[config.mk]
export PLATFORM = sky130hd
export DESIGN_NAME = rename_stage
export DESIGN_NICKNAME = d
export VERILOG_FILES = /design/src/hdl/rename_pkg.sv /design/src/hdl/rename_stage.sv /design/src/hdl/rat.sv /design/src/hdl/free_list.sv /design/src/hdl/mapping_table.sv
export SDC_FILE = /design/constraint.sdc
export NUM_CORES = 2
export LEC_CHECK = 0
export ABC_CLOCK_PERIOD_IN_PS = 22900
export BUFFER_PORTS_ARGS = -buffer_cell sky130_fd_sc_hd__buf_2
export CAP_MARGIN = 30
export CORE_MARGIN = 2
export CORE_UTILIZATION = 60
export DETAILED_ROUTE_END_ITERATION = 10
export GPL_TIMING_DRIVEN = 1
export HOLD_SLACK_MARGIN = 0.15
export PLACE_DENSITY = 0.79
export SKIP_LAST_GASP = 1
export SLEW_MARGIN = 20
export SYNTH_ARGS = -nofsm -noshare
export SYNTH_HDL_FRONTEND = slang
export SYNTH_SLANG_ARGS = --single-unit
export TNS_END_PERCENT = 5
[constraint.sdc]
create_clock -name clock -period 22.9 [get_ports clock]
set_clock_uncertainty 0.1 [all_clocks]
set_input_delay 0 -clock clock [delete_from_list [all_inputs] [get_ports clock]]
set_output_delay 0 -clock clock [all_outputs]
set_load 0.03 [all_outputs]
[src/hdl/rename_pkg.sv]
package rename_pkg;

  ////////////////////
  // Sizes
  ////////////////////

  // Micro-ops renamed per cycle
  localparam int rename_width = 2;

  // Architectural and physical register counts
  localparam int arch_regs = 32;
  localparam int phys_regs = 64;

  // Register number widths
  localparam int preg_bits = 6;
  localparam int areg_bits = 5;

  // Branch checkpoint table
  localparam int cp_entries = 4;
  localparam int cp_bits    = 2;

  // Free list holds every register not in the map
  localparam int fl_entries  = phys_regs - arch_regs;
  // Index bits plus one wrap bit
  localparam int fl_ptr_bits = 6;

  ////////////////////
  // Types
  ////////////////////

  typedef logic [preg_bits-1:0] preg_t;
  typedef logic [areg_bits-1:0] areg_t;

  // One micro-op as it moves through rename
  typedef struct packed {
    logic               valid;
    logic               is_branch;
    logic               has_dest;
    areg_t              arch_src1;
    areg_t              arch_src2;
    areg_t              arch_dest;
    // Filled in by rename
    preg_t              phys_src1;
    preg_t              phys_src2;
    preg_t              phys_dest;
    // Mapping replaced by phys_dest, freed at commit
    preg_t              old_phys_dest;
    logic [cp_bits-1:0] cp_id;
  } micro_op_t;

  // Commit returns one physical register per cycle
  typedef struct packed {
    logic  valid;
    preg_t old_phys_dest;
  } commit_t;

  // Whole speculative map, entry i is the physical of arch reg i
  typedef preg_t [arch_regs-1:0] map_t;

endpackage
[src/hdl/rename_stage.sv]
`timescale 1ns/1ns

module rename_stage import rename_pkg::*; (
  input  logic                          clock,
  input  logic                          reset,
  input  logic                          pause,
  input  logic                          recover,
  input  micro_op_t                     recover_uop,
  input  logic                          resolve,
  input  commit_t                       commit,
  input  micro_op_t [rename_width-1:0]  uop_in,
  output micro_op_t [rename_width-1:0]  uop_out,
  output logic                          allocatable,
  output logic                          checkable
);

  // Rename control to free list
  logic [1:0]                   alloc_req;
  preg_t [rename_width-1:0]     alloc_preg;
  logic [fl_ptr_bits-1:0]       free_count;
  logic [fl_ptr_bits-1:0]       fl_head;
  logic                         release_en;
  preg_t                        release_preg;
  logic                         restore;
  logic [fl_ptr_bits-1:0]       restore_head;

  rat u_rat (
    .clock        (clock),
    .reset        (reset),
    .pause        (pause),
    .recover      (recover),
    .recover_uop  (recover_uop),
    .resolve      (resolve),
    .commit       (commit),
    .uop_in       (uop_in),
    .uop_out      (uop_out),
    .allocatable  (allocatable),
    .checkable    (checkable),
    .alloc_req    (alloc_req),
    .alloc_preg   (alloc_preg),
    .free_count   (free_count),
    .fl_head      (fl_head),
    .release_en   (release_en),
    .release_preg (release_preg),
    .restore      (restore),
    .restore_head (restore_head)
  );

  free_list u_free_list (
    .clock        (clock),
    .reset        (reset),
    .alloc_req    (alloc_req),
    .alloc_preg   (alloc_preg),
    .release_en   (release_en),
    .release_preg (release_preg),
    .restore      (restore),
    .restore_head (restore_head),
    .head         (fl_head),
    .free_count   (free_count)
  );

endmodule

[src/hdl/rat.sv]
`timescale 1ns/1ns

module rat import rename_pkg::*; (
  input  logic                          clock,
  input  logic                          reset,
  input  logic                          pause,
  input  logic                          recover,
  input  micro_op_t                     recover_uop,
  input  logic                          resolve,
  input  commit_t                       commit,
  input  micro_op_t [rename_width-1:0]  uop_in,
  output micro_op_t [rename_width-1:0]  uop_out,
  output logic                          allocatable,
  output logic                          checkable,
  // Free list side
  output logic [1:0]                    alloc_req,
  input  preg_t     [rename_width-1:0]  alloc_preg,
  input  logic [fl_ptr_bits-1:0]        free_count,
  input  logic [fl_ptr_bits-1:0]        fl_head,
  output logic                          release_en,
  output preg_t                         release_preg,
  output logic                          restore,
  output logic [fl_ptr_bits-1:0]        restore_head
);

  // Group taken this cycle
  logic                                 accept;
  logic      [rename_width-1:0]         need_dest;
  logic                                 take_cp;

  // Mapping table connections
  preg_t     [rename_width-1:0]         new_dest;
  preg_t     [rename_width-1:0][1:0]    src_phys;
  preg_t     [rename_width-1:0]         old_dest;
  map_t                                 next_map;
  map_t                                 restore_map;

  micro_op_t [rename_width-1:0]         renamed;

  // Checkpoint table
  map_t                                 cp_map [cp_entries];
  logic      [fl_ptr_bits-1:0]          cp_fl_head [cp_entries];
  logic      [cp_bits-1:0]              cp_head_q;
  logic      [cp_bits-1:0]              cp_tail_q;
  logic      [cp_bits:0]                cp_count_q;
  // Live entries from the oldest up to the recovered one
  logic      [cp_bits-1:0]              cp_keep;

  ////////////////////
  // Accept and allocate
  ////////////////////

  // Recover drops the group and pause holds it upstream
  assign accept = ~pause & ~recover;

  // Arch reg 0 stays on physical 0 and takes no register
  always_comb begin
    take_cp = 1'b0;
    for (int i = 0; i < rename_width; i++) begin
      need_dest[i] = accept & uop_in[i].valid & uop_in[i].has_dest &
                     (uop_in[i].arch_dest != '0);
      take_cp      = take_cp | (accept & uop_in[i].valid & uop_in[i].is_branch);
    end
  end

  assign alloc_req = 2'(need_dest[0]) + 2'(need_dest[1]);

  // Slot 1 takes the second register only when slot 0 used the first
  assign new_dest[0] = alloc_preg[0];
  assign new_dest[1] = need_dest[0] ? alloc_preg[1] : alloc_preg[0];

  mapping_table u_mapping_table (
    .clock       (clock),
    .reset       (reset),
    .lookup      (uop_in),
    .new_dest    (new_dest),
    .write_en    (need_dest),
    .src_phys    (src_phys),
    .old_dest    (old_dest),
    .next_map    (next_map),
    .restore     (restore),
    .restore_map (restore_map)
  );

  // Renamed group ahead of the output register
  always_comb begin
    for (int i = 0; i < rename_width; i++) begin
      renamed[i]               = uop_in[i];
      renamed[i].valid         = uop_in[i].valid;
      renamed[i].phys_src1     = src_phys[i][0];
      renamed[i].phys_src2     = src_phys[i][1];
      renamed[i].phys_dest     = need_dest[i] ? new_dest[i] : '0;
      renamed[i].old_phys_dest = need_dest[i] ? old_dest[i] : '0;
      // Branch owns the entry at the tail
      renamed[i].cp_id         = cp_tail_q;
    end
  end

  always_ff @(posedge clock) begin
    if (reset) begin
      uop_out <= '0;
    end else if (recover) begin
      // Wrong-path group never leaves
      for (int i = 0; i < rename_width; i++) begin
        uop_out[i].valid <= 1'b0;
      end
    end else if (!pause) begin
      uop_out <= renamed;
    end
  end

  ////////////////////
  // Commit release
  ////////////////////

  // Physical 0 belongs to arch 0 for good
  assign release_en   = commit.valid & (commit.old_phys_dest != '0);
  assign release_preg = commit.old_phys_dest;

  ////////////////////
  // Checkpoints
  ////////////////////

  // Map and head as they stand after the branch group
  always_ff @(posedge clock) begin
    if (take_cp) begin
      cp_map[cp_tail_q]     <= next_map;
      cp_fl_head[cp_tail_q] <= fl_head + fl_ptr_bits'(alloc_req);
    end
  end

  assign restore      = recover;
  assign restore_map  = cp_map[recover_uop.cp_id];
  assign restore_head = cp_fl_head[recover_uop.cp_id];

  assign cp_keep = recover_uop.cp_id - cp_head_q;

  always_ff @(posedge clock) begin
    if (reset) begin
      cp_head_q  <= '0;
      cp_tail_q  <= '0;
      cp_count_q <= '0;
    end else begin
      // Oldest branch proved correct
      if (resolve) begin
        cp_head_q <= cp_head_q + 1'b1;
      end
      if (recover) begin
        // Younger entries go and the recovered one stays
        cp_tail_q  <= recover_uop.cp_id + 1'b1;
        cp_count_q <= (cp_bits + 1)'(cp_keep) + 1'b1 - (cp_bits + 1)'(resolve);
      end else begin
        cp_tail_q  <= cp_tail_q + cp_bits'(take_cp);
        cp_count_q <= cp_count_q + (cp_bits + 1)'(take_cp) - (cp_bits + 1)'(resolve);
      end
    end
  end

  ////////////////////
  // Status
  ////////////////////

  // Enough for a full group of destinations
  assign allocatable = free_count >= fl_ptr_bits'(rename_width);
  assign checkable   = cp_count_q < (cp_bits + 1)'(cp_entries);

endmodule

[src/hdl/free_list.sv]
`timescale 1ns/1ns

module free_list import rename_pkg::*; (
  input  logic                          clock,
  input  logic                          reset,
  // Allocate, 0 to 2 registers per cycle
  input  logic [1:0]                    alloc_req,
  output preg_t [rename_width-1:0]      alloc_preg,
  // Release from commit
  input  logic                          release_en,
  input  preg_t                         release_preg,
  // Head restore on recovery
  input  logic                          restore,
  input  logic [fl_ptr_bits-1:0]        restore_head,
  output logic [fl_ptr_bits-1:0]        head,
  output logic [fl_ptr_bits-1:0]        free_count
);

  // Circular queue of free register numbers
  preg_t queue_q [fl_entries];

  // Pointers carry a wrap bit above the index
  logic [fl_ptr_bits-1:0] head_q;
  logic [fl_ptr_bits-1:0] tail_q;

  // Queue indices without the wrap bit
  logic [fl_ptr_bits-2:0] head_idx;
  logic [fl_ptr_bits-2:0] head_idx1;
  logic [fl_ptr_bits-2:0] tail_idx;

  assign head_idx  = head_q[fl_ptr_bits-2:0];
  // Wraps around the 32 entries on its own
  assign head_idx1 = head_idx + 1'b1;
  assign tail_idx  = tail_q[fl_ptr_bits-2:0];

  ////////////////////
  // Allocate
  ////////////////////

  // Two candidates straight off the head
  // Caller takes only as many as it asks for
  assign alloc_preg[0] = queue_q[head_idx];
  assign alloc_preg[1] = queue_q[head_idx1];

  assign head = head_q;

  // Entries between head and tail, wrap bit handles full
  assign free_count = tail_q - head_q;

  ////////////////////
  // Pointers and queue
  ////////////////////

  always_ff @(posedge clock) begin
    if (reset) begin
      // Registers above the arch set start free, in order
      for (int i = 0; i < fl_entries; i++) begin
        queue_q[i] <= preg_t'(arch_regs + i);
      end
      head_q <= '0;
      // Full queue, tail one lap ahead of head
      tail_q <= fl_ptr_bits'(fl_entries);
    end else begin
      // Head jumps back to the checkpoint on recovery
      if (restore) begin
        head_q <= restore_head;
      end else begin
        head_q <= head_q + fl_ptr_bits'(alloc_req);
      end
      // Releases still land at the tail during a restore
      if (release_en) begin
        queue_q[tail_idx] <= release_preg;
        tail_q            <= tail_q + 1'b1;
      end
    end
  end

endmodule

[src/hdl/mapping_table.sv]
`timescale 1ns/1ns

module mapping_table import rename_pkg::*; (
  input  logic                              clock,
  input  logic                              reset,
  // Group being renamed this cycle
  input  micro_op_t [rename_width-1:0]      lookup,
  input  preg_t     [rename_width-1:0]      new_dest,
  input  logic      [rename_width-1:0]      write_en,
  // Per slot, index 0 is src1 and index 1 is src2
  output preg_t     [rename_width-1:0][1:0] src_phys,
  output preg_t     [rename_width-1:0]      old_dest,
  // Map after this group's writes
  output map_t                              next_map,
  // Checkpoint restore
  input  logic                              restore,
  input  map_t                              restore_map
);

  // Current speculative map
  map_t map_q;

  ////////////////////
  // Group lookup
  ////////////////////

  always_comb begin
    for (int i = 0; i < rename_width; i++) begin
      // Start from the stored map
      src_phys[i][0] = map_q[lookup[i].arch_src1];
      src_phys[i][1] = map_q[lookup[i].arch_src2];
      old_dest[i]    = map_q[lookup[i].arch_dest];
      // Older slots in the group win over the map
      // Youngest older writer applied last
      for (int j = 0; j < i; j++) begin
        if (write_en[j]) begin
          if (lookup[j].arch_dest == lookup[i].arch_src1) begin
            src_phys[i][0] = new_dest[j];
          end
          if (lookup[j].arch_dest == lookup[i].arch_src2) begin
            src_phys[i][1] = new_dest[j];
          end
          // Same dest twice, slot i replaces slot j's register
          if (lookup[j].arch_dest == lookup[i].arch_dest) begin
            old_dest[i] = new_dest[j];
          end
        end
      end
    end
  end

  ////////////////////
  // Map update
  ////////////////////

  // Writes applied in slot order so the last writer stays
  always_comb begin
    next_map = map_q;
    for (int i = 0; i < rename_width; i++) begin
      if (write_en[i]) begin
        next_map[lookup[i].arch_dest] = new_dest[i];
      end
    end
  end

  always_ff @(posedge clock) begin
    if (reset) begin
      // Identity mapping, arch i on physical i
      for (int i = 0; i < arch_regs; i++) begin
        map_q[i] <= preg_t'(i);
      end
    end else if (restore) begin
      // Restore overrides any group write
      map_q <= restore_map;
    end else begin
      map_q <= next_map;
    end
  end

endmodule

After elaboration in Yosys (flattened, before gate mapping):

Memories as Yosys holds them, arrays and structs flattened. A register that Yosys moved wholly into a read port is not among the register bits.
Index checks and enable logic that the tools add are counted.

* add/sub/neg operators: 13
* magnitude comparators: 10
* equal/unequal tests: 3
* multiplexer cells: 45
* bitwise logic cells: 13
* reduce and logical (&&, ||, !) cells: 8

Operators by type and width (number)
* $mux W192: 3
* $bwmux W192: 2
* $bmux W6 S5: 6
* $mux W6: 19
* $demux W6 S5: 2
* $lt A5 B6 Y1 const B: 6
* $eq A5 B5 Y1: 3
* $mux W12: 1
* $and A1 B1 Y1: 10
* $ge A5 B1 Y1 const B: 2
* $mux W5: 2
* $reduce_bool A5 Y1: 2
* $mux W1: 8
* $add A6 B1 Y6 const B: 1
* $add A6 B2 Y6: 1
* $ge A6 B2 Y1 const B: 1
* $reduce_bool A6 Y1: 1
* $reduce_or A6 Y1: 1
* $sub A3 B1 Y3: 2
* $sub A6 B6 Y6: 1
* $add A5 B1 Y5 const B: 1
* $add A2 B1 Y2 const B: 2
* $add A2 B1 Y3 const B: 1
* $add A3 B1 Y3: 1
* 11 further kinds: 13

* bits in registers: 297
* RAM bits: 984
* output and inout port bits: 90
* memories: 3

Memories
* u_rat.cp_map: depth 4, bits a word 192, read ports 1, clocked after Yosys merged registers in 0, wr ports 1, RTL line rat.sv:41 `map_t cp_map [cp_entries];`
* u_free_list.queue_q: depth 32, bits a word 6, read ports 2, clocked after Yosys merged registers in 1, wr ports 32, RTL line free_list.sv:20 `preg_t queue_q [fl_entries];`
* u_rat.cp_fl_head: depth 4, bits a word 6, read ports 1, clocked after Yosys merged registers in 0, wr ports 1, RTL line rat.sv:42 `logic [fl_ptr_bits-1:0] cp_fl_head [cp_entries];`

Logic depth before layout (Yosys ltp):

* word-level depth: 9
* depth in mapped cells: 14

By module:

Synthesis repeated with hierarchy kept, for this count alone.

* cells, all modules: 4777
* area, all modules: 64977.3 µm²

Modules (own cells, without submodules)
* rat: instances 1, cells an instance 1468, area each 32135.8 µm²
* mapping_table: instances 1, cells an instance 2429, area each 21386.8 µm²
* free_list: instances 1, cells an instance 880, area each 11454.7 µm²

Worst setup path before layout:

No wires, ideal clock.

* path type: input to register
* start: in recover
* end: mem u_rat.cp_fl_head[0][0] (enable)
* data arrival time: 13892 ps
* required time: 21801 ps
* path slack: 7909 ps
* stages on the path: 5
* path through: clkbuf_1 > clkbuf_1 > nor2_1 > nand2_1 > nor3_1

* word-level cells in the longest chain between the ends: 7
* elaborated cells between the ends (all ways): 9
* those cells by class: mux: 2; bitwise: 7

Ends and longest elaborated chain
* from (decl): RTL line rename_stage.sv:7 `input logic recover,`
* $not A1 Y1 (no line) *
* $and A1 B1 Y1 *: RTL line rat.sv:54 `assign accept = ~pause & ~recover;`
* $and A1 B1 Y1 (2 in series): RTL line rat.sv:62 `take_cp = take_cp | (accept & uop_in[i].valid & uop_in[i].is_branch);`
* $or A1 B1 Y1 *: RTL line rat.sv:62
* $mux W1 *: RTL line rat.sv:126 `if (take_cp) begin`
* $mux W1 (not written as such) *: RTL line rat.sv:128 `cp_fl_head[cp_tail_q] <= fl_head + fl_ptr_bits'(alloc_req);`
* to (decl): RTL line rat.sv:42

Every way passes the cells marked *; elsewhere a longest branch is shown, timed or not.

==> metrics.txt <==
status complete, no violations; Buf+Inv Stages, Crit Path 3; total CTS buffers 131; Lkg Pwr between 0.02 and 0.025 µW; Initial Util 0.607; Placed Instance Area 0.0656 mm²; Worst Max-Slew Pin Slew 1130 ps; TNS Setup 0 ps; DPL Wire Length 133000 µm; cell taking the most area after synthesis edfxtp_1; routability cong. ~1.0; Area contributors post-synth edfxtp_1 46%, mux4_2 21%, dfxtp_1 9.3%; Final Hold Fails 0; max frequency 193 MHz; storage element area 0.0355 mm²; total power 5550 µW; Final ANT Viol Nets 0; CP Capture Type register; fill cell count around 6900; Syn Nets 4659; power per cell area 78.3 mW/mm²; unrepaired setup endpoints after global routing false; Seq/Total Area, Yosys 0.554; critical path arrival between 5000 and 6000 ps; max incr delay on CP roughly 730 ps; FFs w/ async S/R, synth 0; number of gates resized after cts 0; Setup crit start kind register; share of layout cells above drive strength 1 0.256; die height 331 µm; Worst slew margin 0.245; Setup CP Type reg -> reg; crit path time final 5180 ps; Max VDD drop 0.0777 mV; Avg WL per Cell approximately 35 µm; Post-synth EDFFs approximately 980; Clock Path Buffers 3; Worst Hold Class in -> reg; 1st-iter DRT viols ~8300; Tcrit/Tclk final 0.226; Final nets roughly 4700; crit path max fanout 50; post-synth cell types 85; wl on met1 71100 µm; core area between 0.1 and 0.15 mm²; row cnt 119; Mean Syn Cell Area 14.2 µm²; port bufs between 100 and 150; synthesized area 0.0640 mm²; worst r2r path cells 11; root buf cell clkbuf_16; grt ovf 0; Synth Register Bits 1281; first-pass GRT wire length 304000 µm; CP most frequent cell buf_4; DR vias 46129; critical path depth in cells 11; area share of the largest cell type after synthesis 0.461; later-pin clock latency in the skew report 790 ps; Post-CTS Setup Bufs 0; Fin Hold WS 200 ps; Clock Pin Slew Worst Setup and Hold Paths ~60 ps; final wirelength 211000 µm; drt first pass iters 6; hold-critical path depth 4; initial antenna violation count 12; largest net degree at the start of global routing approximately 130; clk sinks 1281; number of global-route vias before repair 44326; routed vias/inst about 7.6; slowest CP cell nor2_2; cells after synthesis 4495; Area growth syn-to-layout 10.6%; Multi-input gate area 0.0267 mm²; CP top delay family buffers and inverters; final instance area 0.0708 mm²; CP required 23460 ps; H-tree depth 4; GRT Total Usage 0.388; CTS tree built; die area 0.109 mm²; die width 331 µm; met3 WL 35100 µm; Place WS 17910 ps; Slew Limit Fails 0; Max-Cap Viols 0; Top FF cell, synth edfxtp_1; IO Pins 234; DRC 0; Final setup violation count 0; CP Cell Sequence buf_4 -> ha_4 -> buf_4 -> mux4_2 -> mux2i_1 -> o21ai_0 -> and4_1 -> buf_4 -> nor2_2 -> a222oi_1 -> a22o_1; DR top layer met5; Yosys warning count 0; post-route setup slack 17720 ps; met2 wire length 90100 µm
## stage by stage
stage | utilization | instances
5_1_grt | 0.671 | 6055
3_3_place_gp | 0.621 | 5720
6_report | 0.671 | 6061
4_1_cts | 0.671 | 6053
3_5_place_dp | 0.622 | 5726
2_1_floorplan | - | 4495
## path summary, 6_finish.rpt
| check | start | endpoint | slack [ps] |
|---|---|---|---|
| worst max-delay path | u_free_list.head[1]$_SDFF_PP0_ | u_rat.u_mapping_table.map_q[35]$_SDFF_PP0_ | 17720 |
| worst min-delay path | uop_in[70] | u_rat.uop_out[70]$_SDFFE_PP0N_ | 200 |
| worst max register to register | u_free_list.head[1]$_SDFF_PP0_ | u_rat.u_mapping_table.map_q[35]$_SDFF_PP0_ | 17720 |
| worst min register to register | u_rat.uop_out[70]$_SDFFE_PP0N_ | u_rat.uop_out[70]$_SDFFE_PP0N_ | 350 |
## cell usage in the layout (no fill, tap or decap), drive strengths merged, types with 48 or more instances in the layout
cell type	count
edfxtp	984
mux4	598
nand2	372
nor2	363
dfxtp	297
a21oi	264
buf	242
clkbuf	184
a211oi	100
dlygate4sd3	83
or3	81
o21ai	79
mux2i	78
a22oi	66
o22ai	63
a22o	61
and2	60
nor3	58
o31ai	55
clkinv	48
## worst register-to-register path: stages (launching register included)
cell	delay (ps)
dfxtp_2	320
buf_4	580
ha_4	550
buf_4	550
mux4_2	660
mux2i_1	190
o21ai_0	100
and4_1	230
buf_4	230
nor2_2	750
a222oi_1	500
a22o_1	320
## synth_stat cells, types with 19 or more instances
cell	count
xor2_1	19
a31oi_1	21
o21ai_0	63
mux2i_1	78
nand3_1	47
inv_1	32
mux2_2	23
a211oi_1	99
a21oi_1	257
o31ai_1	54
and2_1	59
nand2_1	367
xnor2_1	20
dfxtp_1	297
buf_6	20
nor2_1	353
a22o_1	61
a21bo_1	21
mux4_2	598
edfxtp_1	984
o22ai_1	59
buf_2	66
or2_2	42
or3_1	81
a22oi_1	66
o21a_1	26
a221oi_1	30
clkbuf_1	256
buf_1	40
a211o_1	19
nor3_1	56
## timing repair
item	4_1_cts	5_1_grt
hold buffers	83	0
setup endpoints to repair	0	0
hold endpoints to repair	532	0
## final cells by class
class                   count  area share
flip-flops and latches   1281       0.501
multi-input cells        2778       0.376
clock buffers             183      0.0523
repair buffers            326      0.0346
well taps                1391      0.0246
clock inverters            61     0.00881
inverters                  35     0.00189
diodes                      6    0.000212
## sequential cells by signal (all words and copies together) (netlist names)
signal,cells
u_free_list.queue_q,192
u_rat.uop_out,86
u_rat.cp_map,768
u_rat.cp_head_q,2
u_rat.cp_fl_head,24
u_rat.cp_count_q,3
u_rat.cp_tail_q,2
u_free_list.head,6
u_free_list.tail_q,6
u_rat.u_mapping_table.map_q,192
## cell families (layout without fill, tap and decap cells)
logic type,Yosys count,count (layout),share of synthesized area
fa+ha+maj,20,20,0.00426
other cells,0,6,0
xor+xnor,39,39,0.00533
flops,1281,1281,0.554
compound gates,903,903,0.0979
buf+inv,436,605,0.0308
mux,699,699,0.227
simple gates,1117,1117,0.0808
## where the power goes
group	leakage, µW	switching, µW	internal [µW]
combinational	0.00989	468	281
sequential	0.0112	86.2	2570
clock	0.00211	933	1210
total	0.0232	1490	4060
## routing by layer
metal	track usage	vias to the layer above
met5	0.00739	-
met4	0.213	22
met3	0.164	849
met2	0.549	4151
met1	0.509	23009
li1	-	18098
(Power assumes the default switching activity.)
